### src/hl2_config.svh
`ifndef HL2_CONFIG_SVH
`define HL2_CONFIG_SVH

// command bus field widths
`define HL2_ADDR_W 6
`define HL2_DATA_W 32

// receivers in this build
`define HL2_NR 4

// queue depths
`define HL2_CMD_FIFO_DEPTH  8
`define HL2_RESP_FIFO_DEPTH 4

// command address map
`define HL2_ADDR_GENERAL  6'h00
`define HL2_ADDR_TX_FREQ  6'h01
// receiver k sits at rx_freq0 + k
`define HL2_ADDR_RX_FREQ0 6'h02
`define HL2_ADDR_TX_DRIVE 6'h09

`endif

### src/cmd_pkg.sv
`include "hl2_config.svh"

package cmd_pkg;

  // where a command came from
  typedef enum logic {
    HOST = 1'b0,
    LINK = 1'b1
  } cmd_src_e;

  // one command as queued by either source
  typedef struct packed {
    logic [`HL2_ADDR_W-1:0] addr;
    logic [`HL2_DATA_W-1:0] data;
    logic                   resp_rqst;
  } cmd_t;

  // command after arbitration, tagged with its source
  typedef struct packed {
    cmd_t     cmd;
    cmd_src_e src;
  } bus_cmd_t;

  // 40 bit response word read by the upstream packetizer
  typedef struct packed {
    logic [`HL2_ADDR_W-1:0] addr;
    cmd_src_e               src;
    logic                   mox;
    logic [`HL2_DATA_W-1:0] data;
  } resp_t;

endpackage

### src/radio_pkg.sv
`include "hl2_config.svh"

package radio_pkg;

  // decoded radio settings held by the register bank
  typedef struct packed {
    logic                                    mox;
    // receiver count minus one
    logic [3:0]                              nrx;
    logic [`HL2_DATA_W-1:0]                  tx_freq;
    logic [`HL2_NR-1:0][`HL2_DATA_W-1:0]     rx_freq;
    logic [7:0]                              tx_drive;
  } radio_state_t;

endpackage

### src/sync_fifo.sv
module sync_fifo #(
  parameter int  DEPTH     = 8,
  parameter type payload_t = logic [7:0]
) (
  input  logic     clk_ctrl,
  input  logic     rst_i,
  input  logic     push_i,
  input  payload_t din_i,
  input  logic     pop_i,
  output payload_t dout_o,
  output logic     empty_o,
  output logic     full_o,
  output logic     overflow_o
);

  localparam int PTR_W = (DEPTH > 1) ? $clog2(DEPTH) : 1;
  localparam int CNT_W = $clog2(DEPTH + 1);
  localparam logic [PTR_W-1:0] LAST_PTR = PTR_W'(DEPTH - 1);
  localparam logic [CNT_W-1:0] FULL_CNT = CNT_W'(DEPTH);

  payload_t         mem [DEPTH];
  logic [PTR_W-1:0] wr_ptr_q;
  logic [PTR_W-1:0] rd_ptr_q;
  logic [CNT_W-1:0] count_q;
  logic             overflow_q;
  logic             do_push;
  logic             do_pop;

  // a pop frees a slot for a push in the same cycle
  assign do_pop  = pop_i && !empty_o;
  assign do_push = push_i && (!full_o || do_pop);

  always_ff @(posedge clk_ctrl) begin
    if (do_push) begin
      mem[wr_ptr_q] <= din_i;
    end
  end

  always_ff @(posedge clk_ctrl) begin
    if (rst_i) begin
      wr_ptr_q   <= '0;
      rd_ptr_q   <= '0;
      count_q    <= '0;
      overflow_q <= 1'b0;
    end else begin
      if (do_push) begin
        wr_ptr_q <= (wr_ptr_q == LAST_PTR) ? '0 : wr_ptr_q + 1'b1;
      end
      if (do_pop) begin
        rd_ptr_q <= (rd_ptr_q == LAST_PTR) ? '0 : rd_ptr_q + 1'b1;
      end
      if (do_push && !do_pop) begin
        count_q <= count_q + 1'b1;
      end else if (do_pop && !do_push) begin
        count_q <= count_q - 1'b1;
      end
      // sticky until reset
      if (push_i && !do_push) begin
        overflow_q <= 1'b1;
      end
    end
  end

  // head is always visible
  assign dout_o     = mem[rd_ptr_q];
  assign empty_o    = (count_q == '0);
  assign full_o     = (count_q == FULL_CNT);
  assign overflow_o = overflow_q;

  a_overflow_sticky: assert property (@(posedge clk_ctrl) disable iff (rst_i)
    overflow_q |=> overflow_q);

endmodule

### src/cmd_arbiter.sv
module cmd_arbiter (
  input  logic              clk_ctrl,
  input  logic              rst_i,
  input  cmd_pkg::cmd_t     host_head_i,
  input  cmd_pkg::cmd_t     link_head_i,
  input  logic              host_empty_i,
  input  logic              link_empty_i,
  input  logic              resp_full_i,
  output logic              host_pop_o,
  output logic              link_pop_o,
  output cmd_pkg::bus_cmd_t bus_cmd_o,
  output logic              bus_valid_o
);
  import cmd_pkg::*;

  cmd_src_e last_grant_q;
  bus_cmd_t bus_cmd_q;
  logic     bus_valid_q;
  logic     host_req;
  logic     link_req;
  logic     grant_host;
  logic     grant_link;

  ////////////////////////////////////////////////////////////////////////////
  // grant

  // full response queue holds off both sources
  assign host_req = !host_empty_i && !resp_full_i;
  assign link_req = !link_empty_i && !resp_full_i;

  // host wins unless it was served last and the link is waiting
  assign grant_host = host_req && (!link_req || last_grant_q == LINK);
  assign grant_link = link_req && !grant_host;

  always_ff @(posedge clk_ctrl) begin
    if (rst_i) begin
      // host first after reset
      last_grant_q <= LINK;
      bus_valid_q  <= 1'b0;
    end else begin
      bus_valid_q <= grant_host || grant_link;
      if (grant_host) begin
        last_grant_q <= HOST;
      end else if (grant_link) begin
        last_grant_q <= LINK;
      end
    end
  end

  // bus payload
  always_ff @(posedge clk_ctrl) begin
    if (grant_host) begin
      bus_cmd_q <= '{cmd: host_head_i, src: HOST};
    end else if (grant_link) begin
      bus_cmd_q <= '{cmd: link_head_i, src: LINK};
    end
  end

  assign host_pop_o  = grant_host;
  assign link_pop_o  = grant_link;
  assign bus_cmd_o   = bus_cmd_q;
  assign bus_valid_o = bus_valid_q;

  ////////////////////////////////////////////////////////////////////////////
  // checks

  a_one_pop: assert property (@(posedge clk_ctrl) disable iff (rst_i)
    !(host_pop_o && link_pop_o));

  a_pop_not_empty: assert property (@(posedge clk_ctrl) disable iff (rst_i)
    (host_pop_o |-> !host_empty_i) and (link_pop_o |-> !link_empty_i));

endmodule

### src/radio_regs.sv
`include "hl2_config.svh"

module radio_regs (
  input  logic                    clk_ctrl,
  input  logic                    rst_i,
  input  cmd_pkg::bus_cmd_t       bus_cmd_i,
  input  logic                    bus_valid_i,
  input  logic                    tx_inhibit_i,
  output logic [`HL2_DATA_W-1:0]  readback_o,
  output radio_pkg::radio_state_t radio_o,
  output logic                    tx_on_o
);
  import radio_pkg::*;

  localparam logic [3:0] NRX_MAX = 4'(`HL2_NR - 1);
  localparam logic [`HL2_ADDR_W-1:0] RX_COUNT = `HL2_ADDR_W'(`HL2_NR);
  localparam int RX_IDX_W = $clog2(`HL2_NR);

  radio_state_t           radio_q;
  logic                   tx_on_q;
  logic [`HL2_ADDR_W-1:0] addr;
  logic [`HL2_DATA_W-1:0] data;
  logic [`HL2_ADDR_W-1:0] rx_idx;
  logic [RX_IDX_W-1:0]    rx_sel;
  logic                   rx_hit;
  logic [3:0]             nrx_clamped;

  assign addr = bus_cmd_i.cmd.addr;
  assign data = bus_cmd_i.cmd.data;

  // receiver slot decode, slots past the last receiver are dead
  assign rx_idx = addr - `HL2_ADDR_RX_FREQ0;
  assign rx_sel = rx_idx[RX_IDX_W-1:0];
  assign rx_hit = (addr >= `HL2_ADDR_RX_FREQ0) && (rx_idx < RX_COUNT);

  // clamp requested receiver count
  assign nrx_clamped = (data[6:3] > NRX_MAX) ? NRX_MAX : data[6:3];

  ////////////////////////////////////////////////////////////////////////////
  // settings

  always_ff @(posedge clk_ctrl) begin
    if (rst_i) begin
      radio_q <= '0;
      tx_on_q <= 1'b0;
    end else begin
      // external inhibit overrides mox
      tx_on_q <= radio_q.mox && !tx_inhibit_i;
      if (bus_valid_i) begin
        if (addr == `HL2_ADDR_GENERAL) begin
          radio_q.mox <= data[0];
          radio_q.nrx <= nrx_clamped;
        end else if (addr == `HL2_ADDR_TX_FREQ) begin
          radio_q.tx_freq <= data;
        end else if (addr == `HL2_ADDR_TX_DRIVE) begin
          radio_q.tx_drive <= data[31:24];
        end else if (rx_hit) begin
          radio_q.rx_freq[rx_sel] <= data;
        end
      end
    end
  end

  ////////////////////////////////////////////////////////////////////////////
  // readback, same bit positions as the write

  always_comb begin
    readback_o = '0;
    if (addr == `HL2_ADDR_GENERAL) begin
      readback_o[6:3] = radio_q.nrx;
      readback_o[0]   = radio_q.mox;
    end else if (addr == `HL2_ADDR_TX_FREQ) begin
      readback_o = radio_q.tx_freq;
    end else if (addr == `HL2_ADDR_TX_DRIVE) begin
      readback_o[31:24] = radio_q.tx_drive;
    end else if (rx_hit) begin
      readback_o = radio_q.rx_freq[rx_sel];
    end
  end

  assign radio_o = radio_q;
  assign tx_on_o = tx_on_q;

  a_nrx_range: assert property (@(posedge clk_ctrl) disable iff (rst_i)
    radio_q.nrx <= NRX_MAX);

endmodule

### src/resp_gen.sv
`include "hl2_config.svh"

module resp_gen (
  input  logic                   clk_ctrl,
  input  logic                   rst_i,
  input  cmd_pkg::bus_cmd_t      bus_cmd_i,
  input  logic                   bus_valid_i,
  input  logic [`HL2_DATA_W-1:0] readback_i,
  input  logic                   mox_i,
  output cmd_pkg::resp_t         resp_o,
  output logic                   resp_push_o
);
  import cmd_pkg::*;

  resp_t resp_q;
  logic  push_q;
  logic  want_resp;

  assign want_resp = bus_valid_i && bus_cmd_i.cmd.resp_rqst;

  always_ff @(posedge clk_ctrl) begin
    if (rst_i) begin
      push_q <= 1'b0;
    end else begin
      push_q <= want_resp;
    end
  end

  // mox_i is still the value from before this write lands
  always_ff @(posedge clk_ctrl) begin
    if (want_resp) begin
      resp_q <= '{addr: bus_cmd_i.cmd.addr, src: bus_cmd_i.src, mox: mox_i,
                  data: readback_i};
    end
  end

  assign resp_o      = resp_q;
  assign resp_push_o = push_q;

endmodule

### src/hl2_ctrl_core.sv
`include "hl2_config.svh"

module hl2_ctrl_core (
  input  logic                    clk_ctrl,
  input  logic                    rst_i,
  input  cmd_pkg::cmd_t           host_cmd_i,
  input  cmd_pkg::cmd_t           link_cmd_i,
  input  logic                    host_valid_i,
  input  logic                    link_valid_i,
  input  logic                    tx_inhibit_i,
  input  logic                    resp_rd_i,
  output radio_pkg::radio_state_t radio_o,
  output logic                    tx_on_o,
  output cmd_pkg::resp_t          resp_o,
  output logic                    resp_avail_o,
  output logic                    cmd_overflow_o
);
  import cmd_pkg::*;

  cmd_t                   host_head;
  cmd_t                   link_head;
  logic                   host_empty;
  logic                   link_empty;
  logic                   host_pop;
  logic                   link_pop;
  logic                   host_ovf;
  logic                   link_ovf;
  bus_cmd_t               bus_cmd;
  logic                   bus_valid;
  logic [`HL2_DATA_W-1:0] readback;
  resp_t                  resp_new;
  logic                   resp_push;
  logic                   resp_empty;
  logic                   resp_full;

  ////////////////////////////////////////////////////////////////////////////
  // command queues, one per source

  sync_fifo #(.DEPTH(`HL2_CMD_FIFO_DEPTH), .payload_t(cmd_t)) host_fifo (
    .clk_ctrl  (clk_ctrl),
    .rst_i     (rst_i),
    .push_i    (host_valid_i),
    .din_i     (host_cmd_i),
    .pop_i     (host_pop),
    .dout_o    (host_head),
    .empty_o   (host_empty),
    .full_o    (),
    .overflow_o(host_ovf)
  );

  sync_fifo #(.DEPTH(`HL2_CMD_FIFO_DEPTH), .payload_t(cmd_t)) link_fifo (
    .clk_ctrl  (clk_ctrl),
    .rst_i     (rst_i),
    .push_i    (link_valid_i),
    .din_i     (link_cmd_i),
    .pop_i     (link_pop),
    .dout_o    (link_head),
    .empty_o   (link_empty),
    .full_o    (),
    .overflow_o(link_ovf)
  );

  assign cmd_overflow_o = host_ovf | link_ovf;

  cmd_arbiter arbiter (
    .clk_ctrl    (clk_ctrl),
    .rst_i       (rst_i),
    .host_head_i (host_head),
    .link_head_i (link_head),
    .host_empty_i(host_empty),
    .link_empty_i(link_empty),
    .resp_full_i (resp_full),
    .host_pop_o  (host_pop),
    .link_pop_o  (link_pop),
    .bus_cmd_o   (bus_cmd),
    .bus_valid_o (bus_valid)
  );

  radio_regs regs (
    .clk_ctrl    (clk_ctrl),
    .rst_i       (rst_i),
    .bus_cmd_i   (bus_cmd),
    .bus_valid_i (bus_valid),
    .tx_inhibit_i(tx_inhibit_i),
    .readback_o  (readback),
    .radio_o     (radio_o),
    .tx_on_o     (tx_on_o)
  );

  ////////////////////////////////////////////////////////////////////////////
  // response path to the packetizer

  resp_gen resp_builder (
    .clk_ctrl   (clk_ctrl),
    .rst_i      (rst_i),
    .bus_cmd_i  (bus_cmd),
    .bus_valid_i(bus_valid),
    .readback_i (readback),
    .mox_i      (radio_o.mox),
    .resp_o     (resp_new),
    .resp_push_o(resp_push)
  );

  sync_fifo #(.DEPTH(`HL2_RESP_FIFO_DEPTH), .payload_t(resp_t)) resp_fifo (
    .clk_ctrl  (clk_ctrl),
    .rst_i     (rst_i),
    .push_i    (resp_push),
    .din_i     (resp_new),
    .pop_i     (resp_rd_i),
    .dout_o    (resp_o),
    .empty_o   (resp_empty),
    .full_o    (resp_full),
    .overflow_o()
  );

  assign resp_avail_o = !resp_empty;

endmodule

### config.mk
export PLATFORM = sky130hd
export DESIGN_NAME = hl2_ctrl_core
export DESIGN_NICKNAME = d
export VERILOG_FILES = /design/src/cmd_pkg.sv /design/src/radio_pkg.sv /design/src/sync_fifo.sv /design/src/cmd_arbiter.sv /design/src/radio_regs.sv /design/src/resp_gen.sv /design/src/hl2_ctrl_core.sv
export VERILOG_INCLUDE_DIRS = /design/src /design/src/src
export SDC_FILE = /design/constraint.sdc
export NUM_CORES = 1
export LEC_CHECK = 0
export ABC_AREA = 0
export BUFFER_PORTS_ARGS = -buffer_cell sky130_fd_sc_hd__buf_2
export CORE_ASPECT_RATIO = 1.75
export CORE_MARGIN = 3
export CORE_UTILIZATION = 45
export DETAILED_ROUTE_END_ITERATION = 16
export SLEW_MARGIN = 20
export SYNTH_ARGS = -nofsm -noshare
export SYNTH_HDL_FRONTEND = slang
export SYNTH_SLANG_ARGS = --single-unit
export TNS_END_PERCENT = 1
### constraint.sdc
create_clock -name clk_ctrl -period 7.13 [get_ports clk_ctrl]
set_clock_uncertainty 0.2 [all_clocks]
set_input_delay 0.713 -clock clk_ctrl [delete_from_list [all_inputs] [get_ports clk_ctrl]]
set_output_delay 0.713 -clock clk_ctrl [all_outputs]
set_load 0.01 [all_outputs]
## Yosys cells after proc, flatten, opt, wreduce, memory -nomap -nowiden

Memory sizes are Yosys's and may differ from the RTL's. A register that Yosys moved wholly into a read port is not among the register bits.
Index checks and enable logic that the tools add are counted.

- Input bits: 84
- Word-level logic and storage cells: 162
- Output and inout port bits: 216
- Register bits after elaboration: 286
- Bits in writable memories: 784
- Memories: 3

- Order comparisons: 5
- Bitwise operators: 4
- Add/sub/neg operators: 13
- Muxes and demuxes: 40
- Reductions and logical operators: 54
- Eq/ne operators: 11

Memory list:

| name | depth | width | read ports | clocked after memory_dff | write ports | RTL line | source |
|---|---|---|---|---|---|---|---|
| host_fifo.mem | 8 | 39 | 1 | 1 | 1 | sync_fifo.sv:21 | `payload_t mem [DEPTH];` |
| link_fifo.mem | 8 | 39 | 1 | 1 | 1 | sync_fifo.sv:21 |  |
| resp_fifo.mem | 4 | 40 | 1 | 1 | 1 | sync_fifo.sv:21 |  |

Operator list:

| operator | number |
|---|---|
| bitwise mux 128 bit | 1 |
| 2-to-1 mux 32 bit | 4 |
| 2-to-1 mux 40 bit | 2 |
| binary-select mux 32 bit (select 2 bit) | 1 |
| demux 32 bit (select 2 bit) | 1 |
| 2-to-1 mux 3 bit | 10 |
| 2-to-1 mux 24 bit | 1 |
| 2-to-1 mux 4 bit | 6 |
| logical AND 1 bit | 22 |
| adder 3 x 1 -> 3 bit (second input constant) | 5 |
| equality test 3 bit (second input constant) | 5 |
| logical NOT 1 bit | 15 |
| 2-to-1 mux 1 bit | 9 |
| adder 4 x 1 -> 4 bit (second input constant) | 2 |
| equality test 4 bit (second input constant) | 2 |
| logical NOT 4 bit | 2 |
| 2-to-1 mux 2 bit | 4 |
| 2-to-1 mux 8 bit | 1 |
| nonzero test 2 bit | 4 |
| subtractor 4 x 1 -> 4 bit (second input constant) | 2 |
| equality test 6 x 1 -> 1 bit (second input constant) | 1 |
| equality test 6 x 4 -> 1 bit (second input constant) | 1 |
| greater-or-equal comparator 6 x 2 -> 1 bit (second input constant) | 1 |
| logical NOT 6 bit | 1 |
| 16 further kinds | 24 |

## Depth between registers and ports, before layout

- Depth after elaboration: 15
- Gate-level depth with buffers: 11
- Gate-level depth less buffers: 11

## Modules after synthesis

From an unflattened synthesis, not the netlist that was laid out.

- Cell total of the unflattened synthesis: 2371
- Area, all modules: 42965.0 µm²

Modules (own cells, without submodules):

| module | area each (µm²) | instances | sequential area each (µm²) | cells each |
|---|---|---|---|---|
| sync_fifo (host_fifo ...) | 12513.3 | 2 | 9649.3 | 530 |
| radio_regs | 7843.8 | 1 | 3483.3 | 812 |
| sync_fifo (resp_fifo) | 6274.8 | 1 | 5004.8 | 260 |
| cmd_arbiter | 2573.7 | 1 | 1231.2 | 194 |
| resp_gen | 1236.2 | 1 | 1221.2 | 43 |
| hl2_ctrl_core | 10.0 | 1 | 0.0 | 2 |

## Least setup slack after synthesis

Ideal clock, no wire load.

- Path kind: register to register
- From: register link_fifo.count_q[0]
- To: memory host_fifo.mem[1][0] in the netlist's numbering, enable pin
- Cell stages (with the launch flop): 5
- Required time: 6.383 ns
- Setup time: 0.547 ns
- Arrival: 5.314 ns
- Path slack: 1.070 ns
- Period minus slack after synthesis: 6.060 ns
- Path buffers: 0
- Path through: dfxtp_1 > or4_1 > a21oi_1 > o21ai_2 > nor4b_1

- Word-level cells in the longest chain between the ends: 11

Ends and longest elaborated chain:

| item | RTL line | source |
|---|---|---|
| start, declared | sync_fifo.sv:24 | `logic [CNT_W-1:0] count_q;` |
| start signal, assigned | sync_fifo.sv:53 | `count_q <= count_q + 1'b1;` |
| start signal, assigned | sync_fifo.sv:55 | `count_q <= count_q - 1'b1;` |
| logical NOT 4 bit | sync_fifo.sv:66 | `assign empty_o = (count_q == '0);` |
| logical NOT 1 bit | cmd_arbiter.sv:29 | `assign link_req = !link_empty_i && !resp_full_i;` |
| logical AND 1 bit | cmd_arbiter.sv:29 |  |
| logical NOT 1 bit | cmd_arbiter.sv:32 | `assign grant_host = host_req && (!link_req \|\| last_grant_q == LINK);` |
| logical OR 1 bit | cmd_arbiter.sv:32 |  |
| logical AND 1 bit | cmd_arbiter.sv:32 |  |
| logical AND 1 bit | sync_fifo.sv:30 | `assign do_pop = pop_i && !empty_o;` |
| logical OR 1 bit | sync_fifo.sv:31 | `assign do_push = push_i && (!full_o \|\| do_pop);` |
| logical AND 1 bit | sync_fifo.sv:31 |  |
| 2-to-1 mux 1 bit | sync_fifo.sv:34 | `if (do_push) begin` |
| 2-to-1 mux 1 bit (implied by the code) | sync_fifo.sv:35 | `mem[wr_ptr_q] <= din_i;` |
| end, declared | sync_fifo.sv:21 |  |

No other way between the ends.

## Worst setup path in the final report

- From: register arbiter.bus_cmd_q (netlist bit arbiter.bus_cmd_o[35])
- To: register resp_builder.resp_q (netlist bit resp_builder.resp_o[21]) (data pin)

- Word-level cells in the longest chain between the ends: 6
- Elaborated cells on any way between the ends: 12
- Classes of those cells: 1 x add/sub; 2 x order compare; 2 x eq/ne; 5 x mux; 2 x reduce/logical

Ends and longest elaborated chain:

| item | RTL line | source |
|---|---|---|
| start, declared | cmd_arbiter.sv:17 | `bus_cmd_t bus_cmd_q;` |
| start signal, assigned | cmd_arbiter.sv:53 | `bus_cmd_q <= '{cmd: host_head_i, src: HOST};` |
| start signal, assigned | cmd_arbiter.sv:55 | `bus_cmd_q <= '{cmd: link_head_i, src: LINK};` |
| subtractor 6 x 2 -> 6 bit (no line) | -- |  |
| < comparator 6 x 3 -> 1 bit or binary-select mux 32 bit (select 2 bit) (tied branches) | radio_regs.sv:34, radio_regs.sv:77 |  |
| logical AND 1 bit or 2-to-1 mux 32 bit (tied branches) | radio_regs.sv:34, radio_regs.sv:77 |  |
| 2-to-1 mux 32 bit | radio_regs.sv:76 | `end else if (rx_hit) begin` |
| 2-to-1 mux 24 bit | radio_regs.sv:74 | `` end else if (addr == `HL2_ADDR_TX_DRIVE) begin `` |
| 2-to-1 mux 32 bit | radio_regs.sv:72 | `` end else if (addr == `HL2_ADDR_TX_FREQ) begin `` |
| end signal, assigned | resp_gen.sv:32 | `resp_q <= '{addr: bus_cmd_i.cmd.addr, src: bus_cmd_i.src, mox: mox_i,` |
| end, declared | resp_gen.sv:15 | `resp_t resp_q;` |

Parallel ways exist; a longest one is shown, timed or not. The select of a mux whose other input is x is not followed.
A chain may end at the register's enable or synchronous reset.

==> metrics.yaml <==
start_util_pct: 45.7
dp_hpwl_mm: 62.4
fill_cells: 7268
ys_types: 57
p_int_mw: 11.6
hold-worst-slack_ps: 105
critPathKind: "flop to flop"
grt_pass1_wl_mm: 147
mappedNetlistArea_um2: 41600
synthTopCellsByArea: "edfxtp_1 62%, mux4_2 12%, dfxtp_1 10%"
wl_per_cell_um: 25.7
cp_data_required_time_ps: 7460
antenna_found_initial: 25
final-hold-violation-count: 0
p_switching_mw: 4.61
period_needed_ps: 3760
num_vias: 21500
drtPass1Iterations: 5
layout.nets: 2683
setup_viol: 0
slew_headroom_pct: 30.5
placed_cells: 3662
fp.dieH_um: 408
wl_mm: 98.8
cp_max_fo: 31
cts_tree: "yes"
multi_input_area_um2: 10800
num_rows: 146
yosysTopAreaCell: "edfxtp_1"
area_growth_syn_to_layout_pct: 14.2
seqCellArea_um2: 30200
hp-class: "input port to flop"
cap_viol_max_count: 0
synth_edf_count: 863
final_cells: 3846
core_um2: 91000
clk_path_buf_depth: 3
vias_per_cell: 5.59
layout-drive-gt1-share_pct: 28.6
cts_buffers: 94
rr_worst_depth: 8
powerDensity_nw_per_um2: 342
syn_nets: 2379
crit_path_end: "resp_builder.resp_o[21]"
cts_root_buf: "clkbuf_16"
drc_errors: 0
final_antenna_net_count: 0
port_buffers: 299
r2r-end: "resp_builder.resp_o[21]"
tns_ps: 0
yosysWarnings: 0
synth_seq_cells: 1078
drv_slew: 0
yosys_most_used_dff: "edfxtp_1"
synth.top_cell.area_share_pct: 62.4
p_clk_share_pct: 31.3
synthXorXnorAreaFrac_pct: 0.166
seq_area_frac_synth_pct: 72.7
clock_sinks: 1078
rsz0062_at_grt: "false"
grt_max_degree: 133
yosysMostFrequentCell: "edfxtp_1"
grt-ovfl-total: 0
fin_crit_sh_pct: 52.7
drt_iter0_markers: 1485
syn_area_per_cell_um2: 18.3
yosys.area_share.simple_pct: 4.96
worst_pin_slew_ps: 1040
synthTopCellsByCount: "863 x edfxtp_1, 228 x mux4_2, 215 x dfxtp_1"
synth_top_family_by_area: "multiplexers"
dieArea_um2: 96200
power_mw: 16.3
reg2reg_from: "arbiter.bus_cmd_o[35]"
ff2ff_setup_slack_ps: 3370
synth_compound_area_share_pct: 2.91
clock_latency_ps: 670
h-tree-depth: 3
arrival_ps: 4090
async_flop_share_pct: 0
crit_start: "arbiter.bus_cmd_o[35]"
clk_pin_slew_ps: 70
synthAdderAreaFrac_pct: 0.777
die_w_um: 236
grt_pass1_vias: 22600
synthCells: 2271
fmax_mhz: 266
status: "complete, no violations"
combPwrFrac_pct: 19.9
pwr-share-seq_pct: 48.7
gp_congestion: 0.805
cp-start-kind: "flop"
ir_worst_vdd_uv: 248
leakage_nw: 16.0
end_kind: "flop"
gr-usage-all-layers_pct: 20.4
power_switching_share_pct: 28.4
ios: 300
synthMuxAreaShare_pct: 16.8
## metal layers
metal	GRT usage, %	up-vias	part of all wire [%]
met2	36.3	612	52
met3	4.84	146	6.6
met5	0	-	0.11
met4	6.51	18	2.5
li1	-	9566	-
met1	24.4	11200	38
## flip-flops by register name, indices dropped and copies added, names as in the netlist, 2 cells and up, named ones only
register,flops
host_fifo.rd_ptr_q,3
resp_fifo.wr_ptr_q,2
host_fifo.wr_ptr_q,3
resp_fifo.mem,160
link_fifo.mem,312
link_fifo.wr_ptr_q,3
resp_fifo.count_q,3
resp_builder.resp_o,40
link_fifo.rd_ptr_q,3
host_fifo.mem,312
resp_fifo.rd_ptr_q,2
host_fifo.count_q,4
regs.radio_o,173
arbiter.bus_cmd_o,40
link_fifo.count_q,4
## power groups by stage
| stage | logic, mW | registers (mW) | clock network [mW] |
|---|---|---|---|
| after floorplan | 2.34 | 7.82 | 0 |
| after global placement | 3.24 | 8.02 | 0 |
| after detailed placement | 3.31 | 8.07 | 0 |
| after CTS | 3.32 | 7.93 | 5.22 |
| after global routing | 3.51 | 7.99 | 5.45 |
| final | 3.24 | 7.92 | 5.10 |
## cells by family (layout without fill, tap and decap cells)
logic type | after synthesis | in the layout
muxes | 412 | 412
and+or+nand+nor | 400 | 400
AOI/OAI and AO/OA | 198 | 198
buffers and inverters | 152 | 530
DFF | 1078 | 1078
other | 0 | 13
xor gates and xnor gates | 7 | 7
adders and majority gates | 24 | 24
## worst min-delay path by stage
stage	startpoint	to	slack (ps)	depth (start not counted)
2_1_floorplan	arbiter.bus_cmd_o[0]	resp_builder.resp_o[33]	210	0
3_3_place_gp	arbiter.bus_cmd_o[0]	resp_builder.resp_o[33]	240	0
3_5_place_dp	arbiter.bus_cmd_o[0]	resp_builder.resp_o[33]	240	0
4_1_cts	host_cmd_i[20]	host_fifo.mem[7][20]	50	1
5_1_grt	host_cmd_i[16]	host_fifo.mem[5][16]	90	1
6_report	host_cmd_i[20]	host_fifo.mem[7][20]	100	1
## stage by stage
stage / setup slack, ps / area (um2) / utilization (%)
after floorplan: 1070 / 41600 / -
after global placement: 3460 / 44400 / 48.8
after detailed placement: 3330 / 44400 / 48.8
after CTS: 3310 / 47400 / 52.1
after global routing: 3170 / 47400 / 52.2
final: 3370 / 47500 / 52.2
## critical path, cell delays in order (launching register included)
cell and delay (ps):
edfxtp_1 660, buf_4 540, inv_1 100, ha_1 250, xor2_2 240, nor3b_2 390
and3_1 640, buf_4 390, a22o_1 180
## cell type report
class / instances / area share [%]
inverter: 17 / 0.134
tap: 1184 / 3.12
multi-input combinational: 1041 / 22.7
clock buffer: 123 / 5.32
antenna: 13 / 0.0685
clock inverter: 47 / 1.11
timing repair buffer: 343 / 3.87
sequential: 1078 / 63.7
## repair_timing
item                                   4_1_cts  5_1_grt
setup buffers                                0        0
hold buffers                                 1        0
resized for setup                            0        0
endpoints found under the hold margin        1        0
## cell usage in the layout, fill, tap and decap left out, types with 5 or more instances in the layout
| master | instances |
|---|---|
| nand3b_1 | 10 |
| dfxtp_1 | 207 |
| a22o_1 | 27 |
| diode_2 | 13 |
| mux2i_1 | 181 |
| clkinv_2 | 13 |
| edfxtp_1 | 863 |
| clkinvlp_4 | 8 |
| buf_2 | 298 |
| and2_2 | 5 |
| mux4_2 | 228 |
| a21oi_1 | 89 |
| clkbuf_1 | 25 |
| nand4_1 | 7 |
| bufinv_16 | 10 |
| o21ai_0 | 19 |
| ha_1 | 21 |
| a21o_1 | 8 |
| nand3_1 | 6 |
| or3_1 | 6 |
| inv_1 | 15 |
| clkbuf_16 | 96 |
| buf_4 | 42 |
| nand2_1 | 143 |
| nor3_2 | 7 |
| o22ai_1 | 39 |
| nand2b_1 | 103 |
| nor2_1 | 62 |
| nor2b_1 | 6 |
| clkinv_1 | 10 |
| nor3_1 | 6 |
No activity file was read; power rests on OpenSTA's default activity.
